<file path="src/calc_sym_pkg.sv">
// symbol code definitions for the calculator input stream
// plus the ASCII bytes produced on the output side

package calc_sym_pkg;

	localparam int SYM_W = 7;  // symbol code width

	// symbol codes, digits 0..9 are codes 0x00..0x09
	localparam logic [SYM_W-1:0] SYM_ADD   = 7'h40;
	localparam logic [SYM_W-1:0] SYM_SUB   = 7'h41;
	localparam logic [SYM_W-1:0] SYM_MUL   = 7'h42;
	localparam logic [SYM_W-1:0] SYM_ENTER = 7'h30;
	localparam logic [SYM_W-1:0] SYM_SPACE = 7'h31;

	localparam logic [2:0] SYM_DIG_CLASS = 3'b000;    // upper bits of a digit
	localparam logic [4:0] SYM_OP_CLASS  = 5'b10000;  // upper bits of an operator

	// one symbol word seen as digit or as operator
	typedef union packed {
		struct packed {
			logic [2:0] cls;    // 000 marks a digit
			logic [3:0] value;  // binary digit value
		} dig;
		struct packed {
			logic [4:0] cls;    // 10000 marks an operator
			logic [1:0] op;     // same encoding as alu_op_e
		} opr;
	} sym_word_u;

	// output characters
	localparam logic [7:0] ASCII_ZERO  = 8'h30;
	localparam logic [7:0] ASCII_MINUS = 8'h2D;
	localparam logic [7:0] ASCII_NL    = 8'h0A;
	localparam logic [7:0] ASCII_E     = 8'h45;
	localparam logic [7:0] ASCII_R     = 8'h52;

endpackage

</file>
<file path="src/calc_op_pkg.sv">
// arithmetic operation codes shared by the lexer and the ALU

package calc_op_pkg;

	// values equal the operator field of a symbol word
	typedef enum logic [1:0] {
		OP_ADD = 2'b00,
		OP_SUB = 2'b01,
		OP_MUL = 2'b10
	} alu_op_e;

endpackage

</file>
<file path="src/symbol_lexer.sv">
`timescale 1ns/10ps
// symbol lexer
// checks operand, operator, operand, enter and builds one ALU job per line
// malformed lines are skipped up to enter and flagged with job_err

module symbol_lexer
	import calc_sym_pkg::*, calc_op_pkg::*;
#(
	parameter int DATA_W = 16
) (
	input  logic              CLK,
	input  logic              RST_N,
	input  logic              sym_valid,
	input  logic [SYM_W-1:0]  sym,
	output logic              sym_ready,
	output logic              job_valid,
	output logic [DATA_W-1:0] opnd_a,
	output logic [DATA_W-1:0] opnd_b,
	output alu_op_e           op,
	output logic              job_err,
	input  logic              job_ready
);

	localparam logic [2:0] LX_A    = 3'd0;  // first operand
	localparam logic [2:0] LX_OP   = 3'd1;  // waiting for operator after a space
	localparam logic [2:0] LX_B    = 3'd2;  // second operand
	localparam logic [2:0] LX_END  = 3'd3;  // waiting for enter after a space
	localparam logic [2:0] LX_SKIP = 3'd4;  // error, drop up to enter
	localparam logic [2:0] LX_JOB  = 3'd5;  // job offered to the ALU

	logic [2:0]        state;
	logic [2:0]        state_nxt;
	sym_word_u         sw;
	logic              take;
	logic              have_dig;  // current operand has at least one digit
	logic              bad;
	logic              is_digit;
	logic              is_oper;
	logic              is_enter;
	logic              is_space;
	logic [DATA_W-1:0] dig_ext;

	assign sw        = sym;
	assign take      = sym_valid & sym_ready;
	assign job_valid = (state == LX_JOB);
	assign is_digit  = (sw.dig.cls == SYM_DIG_CLASS) && (sw.dig.value <= 4'd9);
	assign is_oper   = (sw.opr.cls == SYM_OP_CLASS) && (sw.opr.op inside {OP_ADD, OP_SUB, OP_MUL});
	assign is_enter  = (sym == SYM_ENTER);
	assign is_space  = (sym == SYM_SPACE);
	assign dig_ext   = DATA_W'(sw.dig.value);

	always_comb begin
		state_nxt = state;
		bad = 1'b0;
		if (state == LX_JOB) begin
			if (job_ready)
				state_nxt = LX_A;
		end else if (take) begin
			case (state)
				LX_A: begin
					if (is_space && have_dig)
						state_nxt = LX_OP;
					else if (is_oper && have_dig)
						state_nxt = LX_B;
					else if (!is_digit && !is_space)
						bad = 1'b1;  // leading operator, enter or unknown code
				end
				LX_OP: begin
					if (is_oper)
						state_nxt = LX_B;
					else if (!is_space)
						bad = 1'b1;
				end
				LX_B: begin
					if (is_space && have_dig)
						state_nxt = LX_END;
					else if (is_enter && have_dig)
						state_nxt = LX_JOB;
					else if (!is_digit && !is_space)
						bad = 1'b1;  // repeated operator lands here too
				end
				LX_END: begin
					if (is_enter)
						state_nxt = LX_JOB;
					else if (!is_space)
						bad = 1'b1;
				end
				default: begin
					if (is_enter)
						state_nxt = LX_JOB;
				end
			endcase
			if (bad)
				state_nxt = is_enter ? LX_JOB : LX_SKIP;
		end
	end

	always_ff @(posedge CLK or negedge RST_N) begin
		if (!RST_N) begin
			state     <= LX_A;
			sym_ready <= 1'b0;
			have_dig  <= 1'b0;
			job_err   <= 1'b0;
		end else begin
			state     <= state_nxt;
			sym_ready <= (state_nxt != LX_JOB);  // blocked while a job waits
			if (job_valid && job_ready) begin
				have_dig <= 1'b0;
				job_err  <= 1'b0;
			end else if (take) begin
				if (bad)
					job_err <= 1'b1;
				if (is_digit)
					have_dig <= 1'b1;
				else if (is_oper)
					have_dig <= 1'b0;  // next operand starts empty
			end
		end
	end

	// operand accumulation, value*10 + digit
	always_ff @(posedge CLK) begin
		if (take && is_digit) begin
			if (state == LX_A)
				opnd_a <= have_dig ? (opnd_a << 3) + (opnd_a << 1) + dig_ext : dig_ext;
			else if (state == LX_B)
				opnd_b <= have_dig ? (opnd_b << 3) + (opnd_b << 1) + dig_ext : dig_ext;
		end
		if (take && is_oper && (state == LX_A || state == LX_OP))
			op <= alu_op_e'(sw.opr.op);
	end

endmodule

</file>
<file path="src/calc_alu.sv">
`timescale 1ns/10ps
// calculator ALU
// add and subtract in one cycle, multiply by a DATA_W step shift-add loop
// the result is held until the formatter takes it

module calc_alu
	import calc_op_pkg::*;
#(
	parameter int DATA_W = 16
) (
	input  logic              CLK,
	input  logic              RST_N,
	input  logic              job_valid,
	input  logic [DATA_W-1:0] opnd_a,
	input  logic [DATA_W-1:0] opnd_b,
	input  alu_op_e           op,
	input  logic              job_err,
	output logic              job_ready,
	output logic              res_valid,
	output logic [DATA_W-1:0] res_mag,
	output logic              res_neg,
	output logic              res_err,
	input  logic              res_ready
);

	localparam int CNT_W = $clog2(DATA_W + 1);

	localparam logic [1:0] AL_IDLE = 2'd0;
	localparam logic [1:0] AL_MUL  = 2'd1;
	localparam logic [1:0] AL_DONE = 2'd2;

	logic [1:0]        state;
	logic [CNT_W-1:0]  cnt;     // multiply steps left
	logic [DATA_W-1:0] mcand;
	logic [DATA_W-1:0] mplier;
	logic              go;

	assign job_ready = (state == AL_IDLE);
	assign res_valid = (state == AL_DONE);
	assign go        = job_valid & job_ready;

	always_ff @(posedge CLK or negedge RST_N) begin
		if (!RST_N) begin
			state <= AL_IDLE;
			cnt   <= '0;
		end else begin
			case (state)
				AL_IDLE: begin
					if (go && !job_err && op == OP_MUL) begin
						state <= AL_MUL;
						cnt   <= CNT_W'(DATA_W);
					end else if (go) begin
						state <= AL_DONE;
					end
				end
				AL_MUL: begin
					if (cnt == '0)
						state <= AL_DONE;  // one extra cycle after the last step
					else
						cnt <= cnt - 1'b1;
				end
				default: begin
					if (res_ready)
						state <= AL_IDLE;
				end
			endcase
		end
	end

	// res_mag doubles as the product accumulator
	always_ff @(posedge CLK) begin
		if (go) begin
			res_err <= job_err;
			res_neg <= 1'b0;
			mcand   <= opnd_a;
			mplier  <= opnd_b;
			if (job_err) begin
				res_mag <= '0;
			end else begin
				case (op)
					OP_SUB: begin
						if (opnd_b > opnd_a) begin
							res_mag <= opnd_b - opnd_a;
							res_neg <= 1'b1;
						end else begin
							res_mag <= opnd_a - opnd_b;
						end
					end
					OP_MUL:  res_mag <= '0;
					default: res_mag <= opnd_a + opnd_b;  // wraps mod 2**DATA_W
				endcase
			end
		end else if (state == AL_MUL && cnt != '0) begin
			if (mplier[0])
				res_mag <= res_mag + mcand;
			mcand  <= mcand << 1;
			mplier <= mplier >> 1;
		end
	end

endmodule

</file>
<file path="src/result_formatter.sv">
`timescale 1ns/10ps
// result formatter
// splits the magnitude into decimal digits, one digit per cycle,
// then streams sign, digits and newline as ASCII, or ERR for a bad line

module result_formatter
	import calc_sym_pkg::*;
#(
	parameter int DATA_W     = 16,
	parameter int MAX_DIGITS = 5
) (
	input  logic              CLK,
	input  logic              RST_N,
	input  logic              res_valid,
	input  logic [DATA_W-1:0] res_mag,
	input  logic              res_neg,
	input  logic              res_err,
	output logic              res_ready,
	output logic              char_valid,
	output logic [7:0]        char,
	input  logic              char_ready
);

	localparam int PTR_W = $clog2(MAX_DIGITS);

	localparam logic [2:0] FM_IDLE  = 3'd0;
	localparam logic [2:0] FM_DIV   = 3'd1;
	localparam logic [2:0] FM_MINUS = 3'd2;
	localparam logic [2:0] FM_DIGIT = 3'd3;
	localparam logic [2:0] FM_NL    = 3'd4;
	localparam logic [2:0] FM_E     = 3'd5;
	localparam logic [2:0] FM_R1    = 3'd6;
	localparam logic [2:0] FM_R2    = 3'd7;

	logic [2:0]        state;
	logic [PTR_W-1:0]  dptr;                  // write index, then read index
	logic [3:0]        digits [MAX_DIGITS];   // least significant first
	logic [DATA_W-1:0] quot;
	logic [DATA_W-1:0] quot_div10;
	logic              neg;
	logic              take;

	assign res_ready  = (state == FM_IDLE);
	assign char_valid = (state >= FM_MINUS);  // all byte states sit above DIV
	assign take       = char_valid & char_ready;
	assign quot_div10 = quot / DATA_W'(10);

	always_comb begin
		case (state)
			FM_MINUS:     char = ASCII_MINUS;
			FM_DIGIT:     char = ASCII_ZERO + 8'(digits[dptr]);
			FM_E:         char = ASCII_E;
			FM_R1, FM_R2: char = ASCII_R;
			default:      char = ASCII_NL;
		endcase
	end

	always_ff @(posedge CLK or negedge RST_N) begin
		if (!RST_N) begin
			state <= FM_IDLE;
			dptr  <= '0;
		end else begin
			case (state)
				FM_IDLE: begin
					dptr <= '0;
					if (res_valid)
						state <= res_err ? FM_E : FM_DIV;
				end
				FM_DIV: begin
					// stop on a zero quotient, dptr then points at the top digit
					if (quot_div10 == '0)
						state <= neg ? FM_MINUS : FM_DIGIT;
					else
						dptr <= dptr + 1'b1;
				end
				FM_MINUS: begin
					if (take)
						state <= FM_DIGIT;
				end
				FM_DIGIT: begin
					if (take && dptr == '0)
						state <= FM_NL;
					else if (take)
						dptr <= dptr - 1'b1;
				end
				FM_NL: begin
					if (take)
						state <= FM_IDLE;
				end
				FM_E: begin
					if (take)
						state <= FM_R1;
				end
				FM_R1: begin
					if (take)
						state <= FM_R2;
				end
				default: begin
					if (take)
						state <= FM_NL;
				end
			endcase
		end
	end

	always_ff @(posedge CLK) begin
		if (state == FM_IDLE && res_valid) begin
			quot <= res_mag;
			neg  <= res_neg;
		end else if (state == FM_DIV) begin
			digits[dptr] <= 4'(quot % DATA_W'(10));
			quot         <= quot_div10;
		end
	end

endmodule

</file>
<file path="src/calc_top.sv">
`timescale 1ns/10ps
// calculator top level
// symbol lexer, ALU and decimal formatter chained by valid/ready channels

module calc_top
	import calc_sym_pkg::*, calc_op_pkg::*;
#(
	parameter int DATA_W = 16
) (
	input  logic             CLK,
	input  logic             RST_N,
	input  logic             sym_valid,
	output logic             sym_ready,
	input  logic [SYM_W-1:0] sym,
	output logic             char_valid,
	input  logic             char_ready,
	output logic [7:0]       char
);

	// digits of 2**DATA_W-1, 77/256 is just under log10(2)
	localparam int MAX_DIGITS = (DATA_W * 77) / 256 + 1;

	logic              job_valid;
	logic              job_ready;
	logic [DATA_W-1:0] opnd_a;
	logic [DATA_W-1:0] opnd_b;
	alu_op_e           op;
	logic              job_err;
	logic              res_valid;
	logic              res_ready;
	logic [DATA_W-1:0] res_mag;
	logic              res_neg;
	logic              res_err;

	symbol_lexer #(
		.DATA_W (DATA_W)
	) symbol_lexer_i (
		.CLK       (CLK),
		.RST_N     (RST_N),
		.sym_valid (sym_valid),
		.sym       (sym),
		.sym_ready (sym_ready),
		.job_valid (job_valid),
		.opnd_a    (opnd_a),
		.opnd_b    (opnd_b),
		.op        (op),
		.job_err   (job_err),
		.job_ready (job_ready)
	);

	calc_alu #(
		.DATA_W (DATA_W)
	) calc_alu_i (
		.CLK       (CLK),
		.RST_N     (RST_N),
		.job_valid (job_valid),
		.opnd_a    (opnd_a),
		.opnd_b    (opnd_b),
		.op        (op),
		.job_err   (job_err),
		.job_ready (job_ready),
		.res_valid (res_valid),
		.res_mag   (res_mag),
		.res_neg   (res_neg),
		.res_err   (res_err),
		.res_ready (res_ready)
	);

	result_formatter #(
		.DATA_W     (DATA_W),
		.MAX_DIGITS (MAX_DIGITS)
	) result_formatter_i (
		.CLK        (CLK),
		.RST_N      (RST_N),
		.res_valid  (res_valid),
		.res_mag    (res_mag),
		.res_neg    (res_neg),
		.res_err    (res_err),
		.res_ready  (res_ready),
		.char_valid (char_valid),
		.char       (char),
		.char_ready (char_ready)
	);

endmodule

</file>
<file path="config.mk">
export PLATFORM = sky130hd
export DESIGN_NAME = calc_top
export DESIGN_NICKNAME = d
export VERILOG_FILES = /design/src/calc_sym_pkg.sv /design/src/calc_op_pkg.sv /design/src/symbol_lexer.sv /design/src/calc_alu.sv /design/src/result_formatter.sv /design/src/calc_top.sv
export SDC_FILE = /design/constraint.sdc
export NUM_CORES = 1
export LEC_CHECK = 0
export ABC_AREA = 1
export BUFFER_PORTS_ARGS = -buffer_cell sky130_fd_sc_hd__buf_4
export CAP_MARGIN = 20
export CORE_MARGIN = 5
export CORE_UTILIZATION = 45
export DETAILED_ROUTE_END_ITERATION = 10
export GPL_TIMING_DRIVEN = 1
export HOLD_SLACK_MARGIN = 0.08
export PLACE_DENSITY_LB_ADDON = 0.15
export SLEW_MARGIN = 20
export SYNTH_ARGS = -nofsm -noshare
export SYNTH_HDL_FRONTEND = slang
export SYNTH_SLANG_ARGS = --single-unit
</file>
<file path="constraint.sdc">
create_clock -name CLK -period 4.4 [get_ports CLK]
set_clock_uncertainty 0.1 [all_clocks]
set_input_delay 0.22 -clock CLK [delete_from_list [all_inputs] [get_ports CLK]]
set_output_delay 0.22 -clock CLK [all_outputs]
set_load 0.02 [all_outputs]
</file>
# Word-level counts from Yosys, hierarchy flattened
# Memories as Yosys holds them, arrays and structs flattened.
# Cells that the tools add are included.
# Widths: inputs -> output; s select.
[op_classes]
mux = 74
magnitude_cmp = 3
reduce_logical = 50
bitwise = 5
addsub = 12
div_mod_pow = 2
eq_ne = 35
[ops]
columns = ["op", "count"]
rows = [
  ["$mux 16", 11],
  ["$mux 3", 22],
  ["$add 16x16->16", 4],
  ["$add 16x4->16", 2],
  ["$pmux 16 s2", 1],
  ["$pmux 8 s4", 1],
  ["$sub 16x16->16", 2],
  ["$mux 1", 25],
  ["$pmux 3 s7", 1],
  ["$ne 2x1->1 const B", 9],
  ["$pmux 3 s3", 2],
  ["$div 16x4->16 const B", 1],
  ["$gt 16x16->1", 1],
  ["$logic_not 16->1", 1],
  ["$mod 16x4->16 const B", 1],
  ["$eq 3x3->1 const B", 5],
  ["$logic_and 1x1->1", 15],
  ["$eq 7x6->1 const B", 2],
  ["$eq 3x2->1 const B", 4],
  ["$logic_not 3->1", 4],
  ["$reduce_bool 2->1", 6],
  ["$reduce_bool 3->1", 4],
  ["$mux 5", 2],
  ["$pmux 5 s2", 1],
  ["29 further kinds", 54],
]
[word_totals]
ff_bits = 120
mem_count = 1
wordCells = 202
ram_bits = 20
output_inout_bits = 10
[mem_list]
columns = ["memory", "depth", "width", "rd", "rd_ports_with_merged_regs", "wr", "line", "source"]
rows = [
  ["result_formatter_i.digits", 5, 4, 1, 0, 1, "result_formatter.sv:37", "logic [3:0] digits [MAX_DIGITS];"],
]

# Logic depth before layout (Yosys ltp)
[logic_depth]
depth_word = 15
depth_mapped = 61
ltp_nobuf = 61

# By module
# From an unflattened synthesis, not the netlist that was laid out.
[unflattened]
cells_unflattened = 1774
hier_area_um2 = 12734.7
[modules_own_cells]
columns = ["mod", "seq_area_each_um2", "n_inst", "area_per_inst_um2", "cells_per_inst"]
rows = [
  ["calc_alu", 1676.6, 1, 6238.5, 945],
  ["symbol_lexer", 1171.1, 1, 3345.7, 409],
  ["result_formatter", 1261.2, 1, 3150.5, 420],
]

# Worst setup path after synthesis
# No wires, ideal clock.
[synth_path]
kind = "reg2reg"
startpoint = "reg result_formatter_i.quot[15]"
endpoint = "mem result_formatter_i.digits[0][2], data pin"
required_ns = 4.023
arrival_ns = 4.312
period_less_slack_ns = 4.688
path_slack_ns = -0.288
stages_incl_launch_ff = 56
cell_sequence = "edfxtp_1 > a21oi_1 > o21bai_2 > nand2_2 > nand2_2 > nand2_2 > nand2_2 > nand2_4 > nand2_4 > nand2_2 > nand3_2 > nand2_4 > nand2_4 > nand2_1 > nand3_2 > nand2_2 > nand2_4 > inv_2 > [20 not listed] > nand2_2 > inv_2 > nand2_2 > nand2_1 > nand3_2 > nand2_4 > nand2_4 > nand2_2 > nand2_2 > inv_2 > nand2_4 > nand2_4 > nand2_2 > nand3_2 > nand2_4 > nand2_1 > nand2_1 > xnor2_1"
[synth_via]
elab_chain_len = 1
[synth_rtl]
columns = ["element", "line", "source"]
rows = [
  ["start: declaration", "result_formatter.sv:38", "logic [DATA_W-1:0] quot;"],
  ["start signal: assignment", "result_formatter.sv:108", "quot <= res_mag;"],
  ["start signal: assignment", "result_formatter.sv:112", "quot <= quot_div10;"],
  ["$mod 16x4->16", "result_formatter.sv:111", "digits[dptr] <= 4'(quot % DATA_W'(10));"],
  ["end: declaration", "result_formatter.sv:37", ""],
]
# Every way passes these cells.

# Worst setup path after layout
[layout_path]
startpoint = "reg result_formatter_i.quot[15]"
endpoint = "mem result_formatter_i.digits[4][2], data pin"
# Same word-level chain as after synthesis.

==> results.cfg <==
[setup_path]
worst-path-buf-inv = 7
cp-start-kind = register
critPathRequiredTime_ns = 4.47
critical_path.most_common_cell = sky130_fd_sc_hd__nand2_4
cp_max_fo = 6
cell_with_the_largest_stage_delay_on_the_worst_path = sky130_fd_sc_hd__edfxtp_1
path_class = reg -> reg
critPathArrivalTime_ns = 5.37
timing.critical_path.max_delay_family = simple AND/OR/NAND/NOR gates
worst_path_largest_cell_delay_ns = 0.45
worstSetupEndpointType = register

[timing]
post-route-period-util_pct = 120
setup_violations = 25
slew_at_the_pin_with_the_worst_max_slew_slack_ns = 0.991
min_period_ns = 5.30
timing.max_slew.rel_slack_pct = 33.3
fmaxAchievable_ghz = 0.189
grt_setup_unrepaired = true
timing.final.hold_violations = 0
postLayoutSetupSlackWorst_ns = -0.895
hold_slack_ns = 0.107
maxSlewViolCount = 0

[global_routing]
number_of_global_route_vias_before_repair = 9213
overflow = 0
grt_antenna_before_repair = 0
grt_max_degree = 68
gr-usage-all-layers_pct = 18.2
first_pass_grt_wire_length_um = 43200

[cts]
clk-insertion-delay-late_ns = 0.43
cts_buffers = 17
tritoncts_clock_tree = built
path_clk_slew_ns = 0.07
clock_path_buffers = 2
cts-htree-levels = 4
clock_tree.root_cell = sky130_fd_sc_hd__clkbuf_16
cts.sink_count = 140

[run]
cap_violations = 0

[yosys]
synth.yosys.seq_area_share_pct = 36.2
synth.lib_cells_used.distinct = 57
syn_avg_cell_area_um2 = 7.85
asyncSetResetFlopFracSynth_pct = 13.6
synthCells = 1447
yosysWarningCount = 0
postSynthNetCount = 1584
mappedNetlistArea_mm2 = 0.0114
synth_edf_count = 121
synth_seq_cells = 140
ys_dominant_reg_cell = sky130_fd_sc_hd__edfxtp_1

[routing]
postRouteAntennaNets = 0
wl_per_cell_um = 13.9
via_count = 9634
drcViolationCount = 0
avgViaCountPerCell = 5.11
drt_first_iter_violations = 591
detail_route.wirelength_um = 26300
first_pass_iters = 6

[worst_hold_path]
hold_path_class = in -> async

[layout]
post-route-cell-area_mm2 = 0.0134
diodes = 0
most-common-layout-cells = sky130_fd_sc_hd__nand2_1, sky130_fd_sc_hd__inv_1, sky130_fd_sc_hd__nor2_1
regArea_mm2 = 0.00411
count_of_fill_cells_added_during_filler_insertion = 2276
layout_commonest_cell = sky130_fd_sc_hd__nand2_1
final_nets = 1678
final_core_util_pct = 53.7
multi_input_area_mm2 = 0.00664
drive_gt1_share_pct = 18.5
area.growth.synth_to_final_pct = 18.3

[place]
port_buffers = 19
dp_worst_setup_slack_ns = -0.715
placed_area_mm2 = 0.0122
gpl_wtd_cong = 0.877
dp_hpwl_um = 19600

[floorplanning]
floorplan.initialDensity_pct = 45.4
placeableCoreArea_mm2 = 0.0250
die_x_um = 169
boundaryPins = 21
die_area_mm2 = 0.0285
core.rowCount = 58
fp.dieH_um = 169

[status]
failed_checks = setup timing
result_of_the_run = complete, but fails checks
-- synthesized netlist by cell type (all sizes together) (2+ instances only) --
cell type	n	area (um^2)
dfrtp	19	475
o211ai	4	30.0
inv	221	832
ha	117	1460
or2	9	56.3
nand4	10	68.8
buf	5	26.3
clkbuf	30	113
nor4	3	18.8
fa	9	180
nand2	316	1410
clkinv	4	16.3
o22ai	6	37.5
o21ai	138	698
edfxtp	121	3630
nor3	25	130
xnor2	7	61.3
a211oi	3	22.5
o31ai	4	30.0
nand3	84	475
a21oi	93	480
nor2	154	591
o2111ai	2	17.5
a21o	2	15.0
mux2i	2	20.0
o21bai	12	93.8
o21a	7	52.6
o221ai	4	35.0
a31oi	13	81.3
o32ai	6	52.6
xor2	8	70.1
-- path summary, 6_finish.rpt --
kind	start	end	slack (ns)	cells past startpoint
setup / recovery	result_formatter_i.quot[15]	result_formatter_i.digits[4][2]	-0.90	49
hold / removal	RST_N	result_formatter_i.dptr[2]	0.11	2
setup reg to reg	result_formatter_i.quot[15]	result_formatter_i.digits[4][2]	-0.90	49
hold reg to reg	calc_alu_i.res_neg	result_formatter_i.neg	0.34	0
max in group asynchronous	RST_N	calc_alu_i.cnt[3]	3.88	2
min in group CLK	sym_valid	symbol_lexer_i.state[1]	0.12	4
-- per-layer routing --
metal / track usage (%) / share of wire (%) / vias to the layer above
li1: - / - / 5023
met1: 24.8 / 48 / 4464
met2: 31.1 / 48 / 128
met3: 2.34 / 2.8 / 19
met4: 3.85 / 0.81 / 0
met5: 0 / 0 / -
-- registers in the layout, indices dropped and copies added (netlist names), 3 cells and up --
register	flops
calc_alu_i.cnt	5
calc_alu_i.res_mag	16
result_formatter_i.digits	20
symbol_lexer_i.opnd_a	16
calc_alu_i.mcand	16
calc_alu_i.mplier	16
result_formatter_i.dptr	3
result_formatter_i.quot	16
symbol_lexer_i.state	3
result_formatter_i.state	3
symbol_lexer_i.opnd_b	16
-- layout make-up --
type	instances	share of cell area (%)
inverter	225	6.37
multi-input combinational	1047	49.4
sequential	140	30.6
timing repair buffer	110	6.31
tap	330	3.07
clock buffer	17	3.17
clock inverter	15	1.14
-- stage by stage --
stage / cells / TNS (ns)
finish: 1884 / -19.18
global placement: 1812 / -10.80
CTS: 1873 / -13.90
floorplan: 1447 / -4.30
detailed placement: 1812 / -15.59
global route: 1884 / -29.30
-- cell families after synthesis --
logic type               share of synthesized area, %
multiplexers                                    0.176
XOR/XNOR                                         1.16
flip-flops                                       36.2
buffers and inverters                            8.69
adder cells (fa/ha/maj)                          14.5
AND/OR/NAND/NOR                                  24.4
AO/OA/AOI/OAI                                    14.9
other                                          0.0330
-- what timing repair did --
item,4_1_cts,5_1_grt
gates cloned,0,0
setup endpoints to repair,23,26
setup buffers,23,11
hold endpoints to repair,30,0
pin swaps,2,17
resized for setup,42,42
hold buffers,6,0
-- worst register-to-register path, delay by kind of cell (launching register included) --
| family | cells | cell delay [ns] |
|---|---|---|
| xor gates and xnor gates | 1 | 0.15 |
| and+or+nand+nor | 37 | 3.20 |
| DFF | 1 | 0.45 |
| buffers and inverters | 7 | 0.55 |
| AOI/OAI and AO/OA | 4 | 0.55 |
Power is not shown: default switching activity piles up to over one toggle a cycle in this logic, so the estimate is an artifact.
